--- config.mk ---
export PLATFORM = sky130hd
export DESIGN_NAME = periph_top
export DESIGN_NICKNAME = d
export VERILOG_FILES = /design/src/periph_pkg.sv /design/src/periph_bus_if.sv /design/src/periph_top.sv /design/src/pin_mux.sv /design/src/pwm_byte.sv /design/src/gpio_regs.sv /design/src/read_response.sv /design/src/periph_decode.sv
export SDC_FILE = /design/constraint.sdc
export NUM_CORES = 1
export LEC_CHECK = 0
export BUFFER_PORTS_ARGS = -buffer_cell sky130_fd_sc_hd__buf_2
export CAP_MARGIN = 0
export CORE_ASPECT_RATIO = 0.6
export CORE_MARGIN = 2
export CORE_UTILIZATION = 50
export CTS_BUF_LIST = sky130_fd_sc_hd__clkbuf_16
export DETAILED_ROUTE_END_ITERATION = 8
export MAX_ROUTING_LAYER = met4
export PLACE_DENSITY = 0.82
export SYNTH_ARGS = -nofsm -noshare
export SYNTH_HDL_FRONTEND = slang
export SYNTH_SLANG_ARGS = --single-unit
export TNS_END_PERCENT = 5
--- constraint.sdc ---
create_clock -name clk -period 1.8 [get_ports clk]
set_input_delay 0.36 -clock clk [delete_from_list [all_inputs] [get_ports clk]]
set_output_delay 0.36 -clock clk [all_outputs]
set_load 0.005 [all_outputs]
--- src/periph_pkg.sv ---
// Shared types, address map and register offsets, imported by every peripheral block module
`default_nettype none

package periph_pkg;

    typedef logic [10:0] addr_t;     // Core address
    typedef logic [31:0] data_t;     // Bus data
    typedef logic [5:0]  offset_t;   // Register offset inside a full slot
    typedef logic [7:0]  pin_t;      // One bit per output pin
    typedef logic [5:0]  func_sel_t; // Bit 4 set: simple slot in 3:0, else user slot {5, 3:0}
    typedef logic [1:0]  access_t;   // Access size code

    // Access codes from the core
    localparam access_t ACC_BYTE = 2'd0;
    localparam access_t ACC_HALF = 2'd1;
    localparam access_t ACC_WORD = 2'd2;
    localparam access_t ACC_NONE = 2'd3;

    // Address map
    localparam logic [1:0] SIMPLE_REGION   = 2'd2; // addr[10:9] of the byte peripherals
    localparam logic [4:0] USER_GPIO_SLOT  = 5'd1;
    localparam logic [3:0] SIMPLE_PWM_SLOT = 4'd4;

    // Pin function codes
    localparam func_sel_t FUNC_GPIO = 6'h01;
    localparam func_sel_t FUNC_PWM  = 6'h14;

    // GPIO register offsets
    localparam offset_t GPIO_OUT_OFS   = 6'h00;
    localparam offset_t GPIO_IN_OFS    = 6'h04;
    localparam offset_t GPIO_AUDIO_OFS = 6'h10;
    localparam offset_t FUNC_SEL_BASE  = 6'h20;
    localparam offset_t FUNC_SEL_MASK  = 6'h23; // Bits that must match FUNC_SEL_BASE

    // Audio source code that picks the PWM
    localparam logic [2:0] AUDIO_SRC_PWM = 3'd2;

    // PWM register offset in its byte slot
    localparam logic [3:0] PWM_DUTY_OFS = 4'd0;

endpackage

`default_nettype wire
--- src/periph_bus_if.sv ---
// Bus access from the address decoder to a single peripheral, one instance per peripheral
`timescale 1ns/1ps
`default_nettype none

interface periph_bus_if;
    import periph_pkg::*;

    logic    sel;    // Address hits this peripheral
    logic    write;  // Core writes this cycle
    offset_t offset;
    data_t   wdata;
    data_t   rdata;  // Zero-extended for byte peripherals

    modport decoder (
        output sel, write, offset, wdata,
        input  rdata
    );

    modport peripheral (
        input  sel, write, offset, wdata,
        output rdata
    );

endinterface

`default_nettype wire

--- src/periph_top.sv ---
// Top level of the peripheral block with plain ports toward the core and the pins
`timescale 1ns/1ps
`default_nettype none

module periph_top (
    input  wire                 clk,
    input  wire                 rst_n,
    input  periph_pkg::pin_t    ui_in,
    output periph_pkg::pin_t    uo_out,
    output logic                o_audio,
    output logic                o_audio_select,
    input  periph_pkg::addr_t   i_addr,
    input  periph_pkg::data_t   i_data_in,
    input  periph_pkg::access_t i_data_write_n,
    input  periph_pkg::access_t i_data_read_n,
    output periph_pkg::data_t   o_data_out,
    output logic                o_data_ready,
    input  wire                 i_data_read_complete
);
    import periph_pkg::*;

    data_t     read_data;
    pin_t      gpio_out;
    pin_t      pwm_out;
    func_sel_t func_sel [8];
    logic [3:0] audio_sel;

    periph_bus_if gpio_bus ();
    periph_bus_if pwm_bus ();

    periph_decode periph_decode_inst (
        .i_addr         (i_addr),
        .i_data_in      (i_data_in),
        .i_data_write_n (i_data_write_n),
        .gpio_bus       (gpio_bus.decoder),
        .pwm_bus        (pwm_bus.decoder),
        .o_read_data    (read_data)
    );

    read_response read_response_inst (
        .clk                  (clk),
        .rst_n                (rst_n),
        .i_read_data          (read_data),
        .i_data_read_n        (i_data_read_n),
        .i_data_write_n       (i_data_write_n),
        .i_data_read_complete (i_data_read_complete),
        .o_data_out           (o_data_out),
        .o_data_ready         (o_data_ready)
    );

    gpio_regs gpio_regs_inst (
        .clk         (clk),
        .rst_n       (rst_n),
        .bus         (gpio_bus.peripheral),
        .i_ui_in     (ui_in),
        .o_gpio_out  (gpio_out),
        .o_func_sel  (func_sel),
        .o_audio_sel (audio_sel)
    );

    pwm_byte pwm_byte_inst (
        .clk       (clk),
        .rst_n     (rst_n),
        .bus       (pwm_bus.peripheral),
        .o_pwm_out (pwm_out)
    );

    pin_mux pin_mux_inst (
        .clk         (clk),
        .i_gpio_out  (gpio_out),
        .i_pwm_out   (pwm_out),
        .i_func_sel  (func_sel),
        .i_audio_sel (audio_sel),
        .o_uo_out    (uo_out),
        .o_audio     (o_audio)
    );

    assign o_audio_select = audio_sel[3]; // Routes audio onto its pin

endmodule

`default_nettype wire

--- src/pin_mux.sv ---
// Output pin multiplexer by function select, plus the registered audio output
`timescale 1ns/1ps
`default_nettype none

module pin_mux (
    input  wire                   clk,
    input  periph_pkg::pin_t      i_gpio_out,
    input  periph_pkg::pin_t      i_pwm_out,
    input  periph_pkg::func_sel_t i_func_sel [8],
    input  wire [3:0]             i_audio_sel,
    output periph_pkg::pin_t      o_uo_out,
    output logic                  o_audio
);
    import periph_pkg::*;

    // Each pin picks its own bit from the named source
    always_comb begin
        for (int i = 0; i < 8; i++) begin
            case (i_func_sel[i])
                FUNC_GPIO: o_uo_out[i] = i_gpio_out[i];
                FUNC_PWM:  o_uo_out[i] = i_pwm_out[i];
                default:   o_uo_out[i] = 1'b0; // Peripheral not present
            endcase
        end
    end

    // Bit 3 of the select only routes the pin, handled at the top
    always_ff @(posedge clk) begin
        if (i_audio_sel[2:0] == AUDIO_SRC_PWM)
            o_audio <= i_pwm_out[0];
        else
            o_audio <= 1'b0;
    end

endmodule

`default_nettype wire

--- src/pwm_byte.sv ---
// Byte-access PWM peripheral; all eight outputs are high while the counter is below the duty
`timescale 1ns/1ps
`default_nettype none

module pwm_byte (
    input  wire              clk,
    input  wire              rst_n,
    periph_bus_if.peripheral bus,
    output periph_pkg::pin_t o_pwm_out
);
    import periph_pkg::*;

    logic [7:0] count;
    logic [7:0] duty;
    logic       duty_hit;

    assign duty_hit = (bus.offset[3:0] == PWM_DUTY_OFS);

    // Free-running, wraps after 256 cycles
    always_ff @(posedge clk) begin
        if (!rst_n)
            count <= '0;
        else
            count <= count + 8'd1;
    end

    always_ff @(posedge clk) begin
        if (!rst_n) begin
            duty <= '0;  // Output stays low
        end else if (bus.sel && bus.write && duty_hit) begin
            duty <= bus.wdata[7:0];
        end
    end

    // Duty of N gives N high cycles per period
    assign o_pwm_out = {8{count < duty}};

    assign bus.rdata = duty_hit ? data_t'(duty) : '0;

endmodule

`default_nettype wire

--- src/gpio_regs.sv ---
// GPIO register block: output register, input readback, pin function selects and audio select
`timescale 1ns/1ps
`default_nettype none

module gpio_regs (
    input  wire                   clk,
    input  wire                   rst_n,
    periph_bus_if.peripheral      bus,
    input  periph_pkg::pin_t      i_ui_in,
    output periph_pkg::pin_t      o_gpio_out,
    output periph_pkg::func_sel_t o_func_sel [8],
    output logic [3:0]            o_audio_sel
);
    import periph_pkg::*;

    logic wr_en;
    logic func_hit;

    assign wr_en    = bus.sel && bus.write;
    assign func_hit = (bus.offset & FUNC_SEL_MASK) == FUNC_SEL_BASE; // Pin in bits 4:2

    always_ff @(posedge clk) begin
        if (!rst_n) begin
            o_gpio_out <= '0;
        end else if (wr_en && bus.offset == GPIO_OUT_OFS) begin
            o_gpio_out <= bus.wdata[7:0];
        end
    end

    // All pins come up as GPIO
    always_ff @(posedge clk) begin
        if (!rst_n) begin
            for (int i = 0; i < 8; i++) begin
                o_func_sel[i] <= FUNC_GPIO;
            end
        end else if (wr_en && func_hit) begin
            o_func_sel[bus.offset[4:2]] <= bus.wdata[5:0];
        end
    end

    always_ff @(posedge clk) begin
        if (!rst_n) begin
            o_audio_sel <= '0;  // Audio pin not selected
        end else if (wr_en && bus.offset == GPIO_AUDIO_OFS) begin
            o_audio_sel <= bus.wdata[3:0];
        end
    end

    // Readback
    always_comb begin
        if (bus.offset == GPIO_OUT_OFS)
            bus.rdata = data_t'(o_gpio_out);
        else if (bus.offset == GPIO_IN_OFS)
            bus.rdata = data_t'(i_ui_in);
        else if (bus.offset == GPIO_AUDIO_OFS)
            bus.rdata = data_t'(o_audio_sel);
        else if (func_hit)
            bus.rdata = data_t'(o_func_sel[bus.offset[4:2]]);
        else
            bus.rdata = '0;
    end

endmodule

`default_nettype wire

--- src/read_response.sv ---
// Registered read response that holds the data until the core completes the read
`timescale 1ns/1ps
`default_nettype none

module read_response (
    input  wire                 clk,
    input  wire                 rst_n,
    input  periph_pkg::data_t   i_read_data,
    input  periph_pkg::access_t i_data_read_n,
    input  periph_pkg::access_t i_data_write_n,
    input  wire                 i_data_read_complete,
    output periph_pkg::data_t   o_data_out,
    output logic                o_data_ready
);
    import periph_pkg::*;

    logic  read_req;
    logic  hold;
    logic  ready_q;
    data_t data_q;

    assign read_req = (i_data_read_n != ACC_NONE);

    always_ff @(posedge clk) begin
        if (!rst_n) begin
            hold    <= 1'b0;
            ready_q <= 1'b0;
        end else begin
            if (i_data_read_complete) hold <= 1'b0;
            if (!hold && read_req) hold <= 1'b1; // First cycle of a read
            ready_q <= read_req;
        end
    end

    // Capture once per read, then keep it through any stall
    always_ff @(posedge clk) begin
        if (!hold && read_req) data_q <= i_read_data;
    end

    assign o_data_out   = data_q;
    assign o_data_ready = ready_q || (i_data_write_n != ACC_NONE); // Writes finish at once

endmodule

`default_nettype wire

--- src/periph_decode.sv ---
// Address decoder that selects one peripheral and returns its read data to the core
`timescale 1ns/1ps
`default_nettype none

module periph_decode (
    input  periph_pkg::addr_t   i_addr,
    input  periph_pkg::data_t   i_data_in,
    input  periph_pkg::access_t i_data_write_n,
    periph_bus_if.decoder       gpio_bus,
    periph_bus_if.decoder       pwm_bus,
    output periph_pkg::data_t   o_read_data
);
    import periph_pkg::*;

    logic       is_simple;
    logic [3:0] simple_slot;
    logic [4:0] user_slot;
    logic       wr;

    always_comb begin
        is_simple   = (i_addr[10:9] == SIMPLE_REGION);
        simple_slot = i_addr[7:4]; // 16 byte slots
        // Upper user slots skip the simple region
        if (i_addr[10])
            user_slot = {i_addr[10], 1'b0, i_addr[8:6]};
        else
            user_slot = {1'b0, i_addr[9:6]};
    end

    assign wr = (i_data_write_n != ACC_NONE);

    assign gpio_bus.sel    = !is_simple && (user_slot == USER_GPIO_SLOT);
    assign gpio_bus.write  = wr;
    assign gpio_bus.offset = i_addr[5:0];
    assign gpio_bus.wdata  = i_data_in;

    assign pwm_bus.sel    = is_simple && (simple_slot == SIMPLE_PWM_SLOT);
    assign pwm_bus.write  = wr;
    assign pwm_bus.offset = i_addr[5:0]; // Byte peripheral looks at 3:0 only
    assign pwm_bus.wdata  = i_data_in;

    // At most one select is high, so a priority chain is enough
    always_comb begin
        if (gpio_bus.sel)
            o_read_data = gpio_bus.rdata;
        else if (pwm_bus.sel)
            o_read_data = pwm_bus.rdata;
        else
            o_read_data = '0; // Unmapped slot
    end

endmodule

`default_nettype wire

==> out/results.tsv <==
stage	metric	value	unit
sta	total negative slack	-4.039	ns
global_routing	vias in the first global route	3903	
clocking	hold buffer count at cts	0	
clocking	CTS max path bufs	2	
detailed_routing	Detailed Routing Iterations Pass 1	5	
critical_path	crit path from	pwm_byte_inst.duty[1]	
power_and_ir_drop	Net Sw Frac	24.81	%
final_layout	fill cell count	755	
critical_path	Crit Path Class	reg2out	
sta	RSZ-0062 raised after global routing	true	
critical_path	worst path arrival time	1.97	ns
synth	synth top area cells	dfxtp_1 (33%), mux2i_1 (8.7%), nor2b_1 (5.8%)	
clocking	Num CTS Buffers	9	
critical_path	CP max-delay cell	dfxtp_2	
sta	min cycle time layout	2.330	ns
outcome	failing checks	negative setup slack	
synth	Avg Inst Size Synth	9.134	µm²
die	die width	129.7	µm
critical_path	internal reg-to-reg setup slack	0.10	ns
critical_path	Reg2Reg Capture Point	read_response_inst.o_data_out[5]	
place	Port Buf Inserts	52	
sta	Clock Skew	0.006645	ns
critical_path	type of origin of the critical path	flop	
global_routing	remaining global-route overflow	0	
place	GP Congestion	0.9678	
synth	flops & latches, synth	87	
clocking	CTS Sinks	87	
job	MaxCap Viol Count	0	
global_routing	first-pass GRT wire length	20510	µm
final_layout	proportion of layout cells with a drive suffix above 1	28.38	%
critical_path	crit end category	primary output	
clocking	clock slew at reported path FFs	0.06	ns
detailed_routing	Iteration-0 DRC Markers	365	
synth	Synth Flop Type	dfxtp_1	
global_routing	largest net degree at the start of global routing	33	
place	dpl cell area	5416	µm²
clocking	root buffer cell	clkbuf_16	
detailed_routing	DR vias	4194	
clocking	clk_lat worst skew	0.35	ns
global_routing	All-Layer GR Usage	27.25	%
place	Post-Place Worst Slack	-0.3505	ns
sta	post-route setup slack	-0.5297	ns
final_layout	Final Instance Area	5812	µm²
final_layout	Sequential Area	1827	µm²
power_and_ir_drop	Power Density	704.2	nW/µm²
die	I/O pins	101	
critical_path	RR Startpoint	gpio_regs_inst.o_func_sel[5]	
outcome	status	finished, violations left	
hold_path	WHS Endpoint	read_response_inst.hold	
synth	Netlist cell types	54	
synth	Synth top cells by count	dfxtp_1 (79), nand2_1 (46), nor2b_1 (44)	
die	Starting Density	51.59	%
final_layout	Synth-to-Final Area Change	22.59	%
power_and_ir_drop	clock share of power	40.6	%
sta	crit share post-route	129.4	%
hold_path	hold path depth	3	
sta	final setup fails	8	
final_layout	ant diodes	0	
critical_path	highest cell delay on the worst timing path	0.33	ns
synth	Cells after Synth	519	
clocking	TritonCTS clock tree	yes	
power_and_ir_drop	sequential share of power	48.5	%
hold_path	hold path start	i_data_read_complete	
detailed_routing	Antenna Nets Post-Route	0	
final_layout	final net count	674	
sta	Rel. slew slack	61.91	%
critical_path	worst path bufs/invs	3	
die	full die area	10300	µm²
power_and_ir_drop	Max VDD drop	0.5010	mV
die	die height	79.43	µm
detailed_routing	DR DRC count	0	
synth	most common cell in the synthesized netlist	dfxtp_1	
die	Core Rows	27	
place	detailed-placement wirelength estimate	9809	µm
power_and_ir_drop	Power Internal	3077	µW
critical_path	length in cells of the worst reg-to-reg path	5	
sta	final-report hold violation count	0	
critical_path	Crit path max-delay family	compound AO/OA/AOI/OAI gates	
critical_path	Worst EP required	1.44	ns
sta	Max Fclk	0.4292	GHz
synth	area leader, netlist	dfxtp_1	
synth	register area share after synthesis	38.43	%
detailed_routing	Via density	5.645	
clocking	H-tree levels	3	
global_routing	number of antenna violations at the first check in global routing	0	
synth	Synth warnings	0	
detailed_routing	Routed WL	13300	µm
power_and_ir_drop	Psw	1015	µW
detailed_routing	drt wl/cell	17.90	µm
hold_path	Hold Crit Class	in2reg	
sta	Pins Over Slew Limit	0	
critical_path	crit-path cells	inv_2, ha_4, a211o_1, a21oi_2, nor3_4, buf_6, o31ai_4, buf_2	
synth	Synth top area share	33.36	%
synth	Post-Syn Area	4741	µm²
critical_path	Crit Path Max Fanout	5	
power_and_ir_drop	Combinational Power Share	10.9	%
sta	worst slew pin tran	0.5714	ns
die	core area	9189	µm²
final_layout	multi-input logic area	2691	µm²
synth	number of flops mapped to enable cells by yosys	8	
synth	asr flop ratio synth	0	%
power_and_ir_drop	LEAKAGE	0.002379	µW
routing by layer:
layer / part of all wire (%) / up-vias / track usage (%)
li1: - / 1976 / -
met1: 44 / 1978 / 35.73
met2: 44 / 210 / 40.79
met3: 10 / 30 / 8.713
met4: 1.9 / 0 / 7.419
met5: 0 / - / -
area by class of cell:
class	instances	share of cell area (%)
multi-input cells	381	46.31
flip-flops and latches	87	31.43
repair buffers	115	14.10
clock buffers	9	3.875
well taps	130	2.799
inverters	14	0.9042
clock inverters	7	0.5813
power by group through the flow:
| stage | registers, µW | clock network [µW] | logic (µW) |
|---|---|---|---|
| 2_1_floorplan | 2030 | 0 | 244 |
| 3_3_place_gp | 2030 | 0 | 384 |
| 3_5_place_dp | 2030 | 0 | 395 |
| 4_1_cts | 1980 | 1680 | 402 |
| 5_1_grt | 1990 | 1770 | 477 |
| 6_report | 1990 | 1660 | 446 |
placed cells by master, fill, tap and decap left out, types with 4 or more instances in the layout:
cell        n
edfxtp_1    8
buf_4      54
nand2_1    44
o22ai_1    10
ha_1        6
dfxtp_1    75
nor2b_1    44
and2_1      9
clkbuf_16   9
dfxtp_2     4
conb_1     24
inv_1      15
nand4b_1    6
o21ai_1    17
a31oi_1     4
buf_2      52
buf_12      6
a211oi_1   12
xnor2_1     4
nand3_1    32
nand4_1     8
mux2i_1    41
mux2_2     12
nor3b_1     4
o21ai_0    18
o31ai_2     4
nor2_1      9
a22oi_1     4
o31ai_4     4
a21boi_1    8
nor3_1     10
logic make-up (layout without fill, tap and decap cells):
kind of cell / Yosys count / after routing / share of synthesized area, %
xor+xnor: 6 / 6 / 1.108
flops: 87 / 87 / 38.43
simple gates: 197 / 197 / 25.39
compound gates: 93 / 93 / 12.43
other cells: 1 / 24 / 0.07910
buf+inv: 74 / 145 / 8.947
mux: 53 / 53 / 11.51
fa+ha+maj: 8 / 8 / 2.111
repair_timing:
item	4_1_cts	5_1_grt
pin swaps	3	11
gates resized for setup	8	18
buffers inserted	0	3
setup endpoints to repair	9	9
sequential cells by signal (all words and copies together), names as in the netlist:
register                       flops
pin_mux_inst.o_audio               1
read_response_inst.hold            1
read_response_inst.ready_q         1
gpio_regs_inst.o_gpio_out          8
pwm_byte_inst.duty                 8
gpio_regs_inst.o_func_sel         48
pwm_byte_inst.count                8
gpio_regs_inst.o_audio_sel         4
read_response_inst.o_data_out      8
per-stage QoR:
step                      hold slack, ns  util (%)  total power (µW)  std cells
after CTS                         0.2833     62.09              4064        741
final                             0.2835     63.25              4093        743
after detailed placement          0.4677     58.95              2421        725
after global routing              0.2922     63.25              4229        743
after floorplan                   0.4250         -              2273        542
after global placement            0.4453     58.95              2409        725
how the worst max path moves through the flow:
stage	endpoint	slack [ns]	cells after the start
floorplan	uo_out[0]	0.03	6
global placement	uo_out[2]	-0.29	7
detailed placement	uo_out[1]	-0.35	7
CTS	uo_out[1]	-0.47	7
global route	uo_out[6]	-0.59	8
finish	uo_out[6]	-0.53	8
worst reg2reg max path: stages, from the launching register on:
cell	delay, ns
dfxtp_1	0.34
mux2_2	0.28
o22ai_1	0.15
a211oi_1	0.11
a221oi_1	0.44
o21ai_1	0.13
No activity file was read; power rests on OpenSTA's default activity.
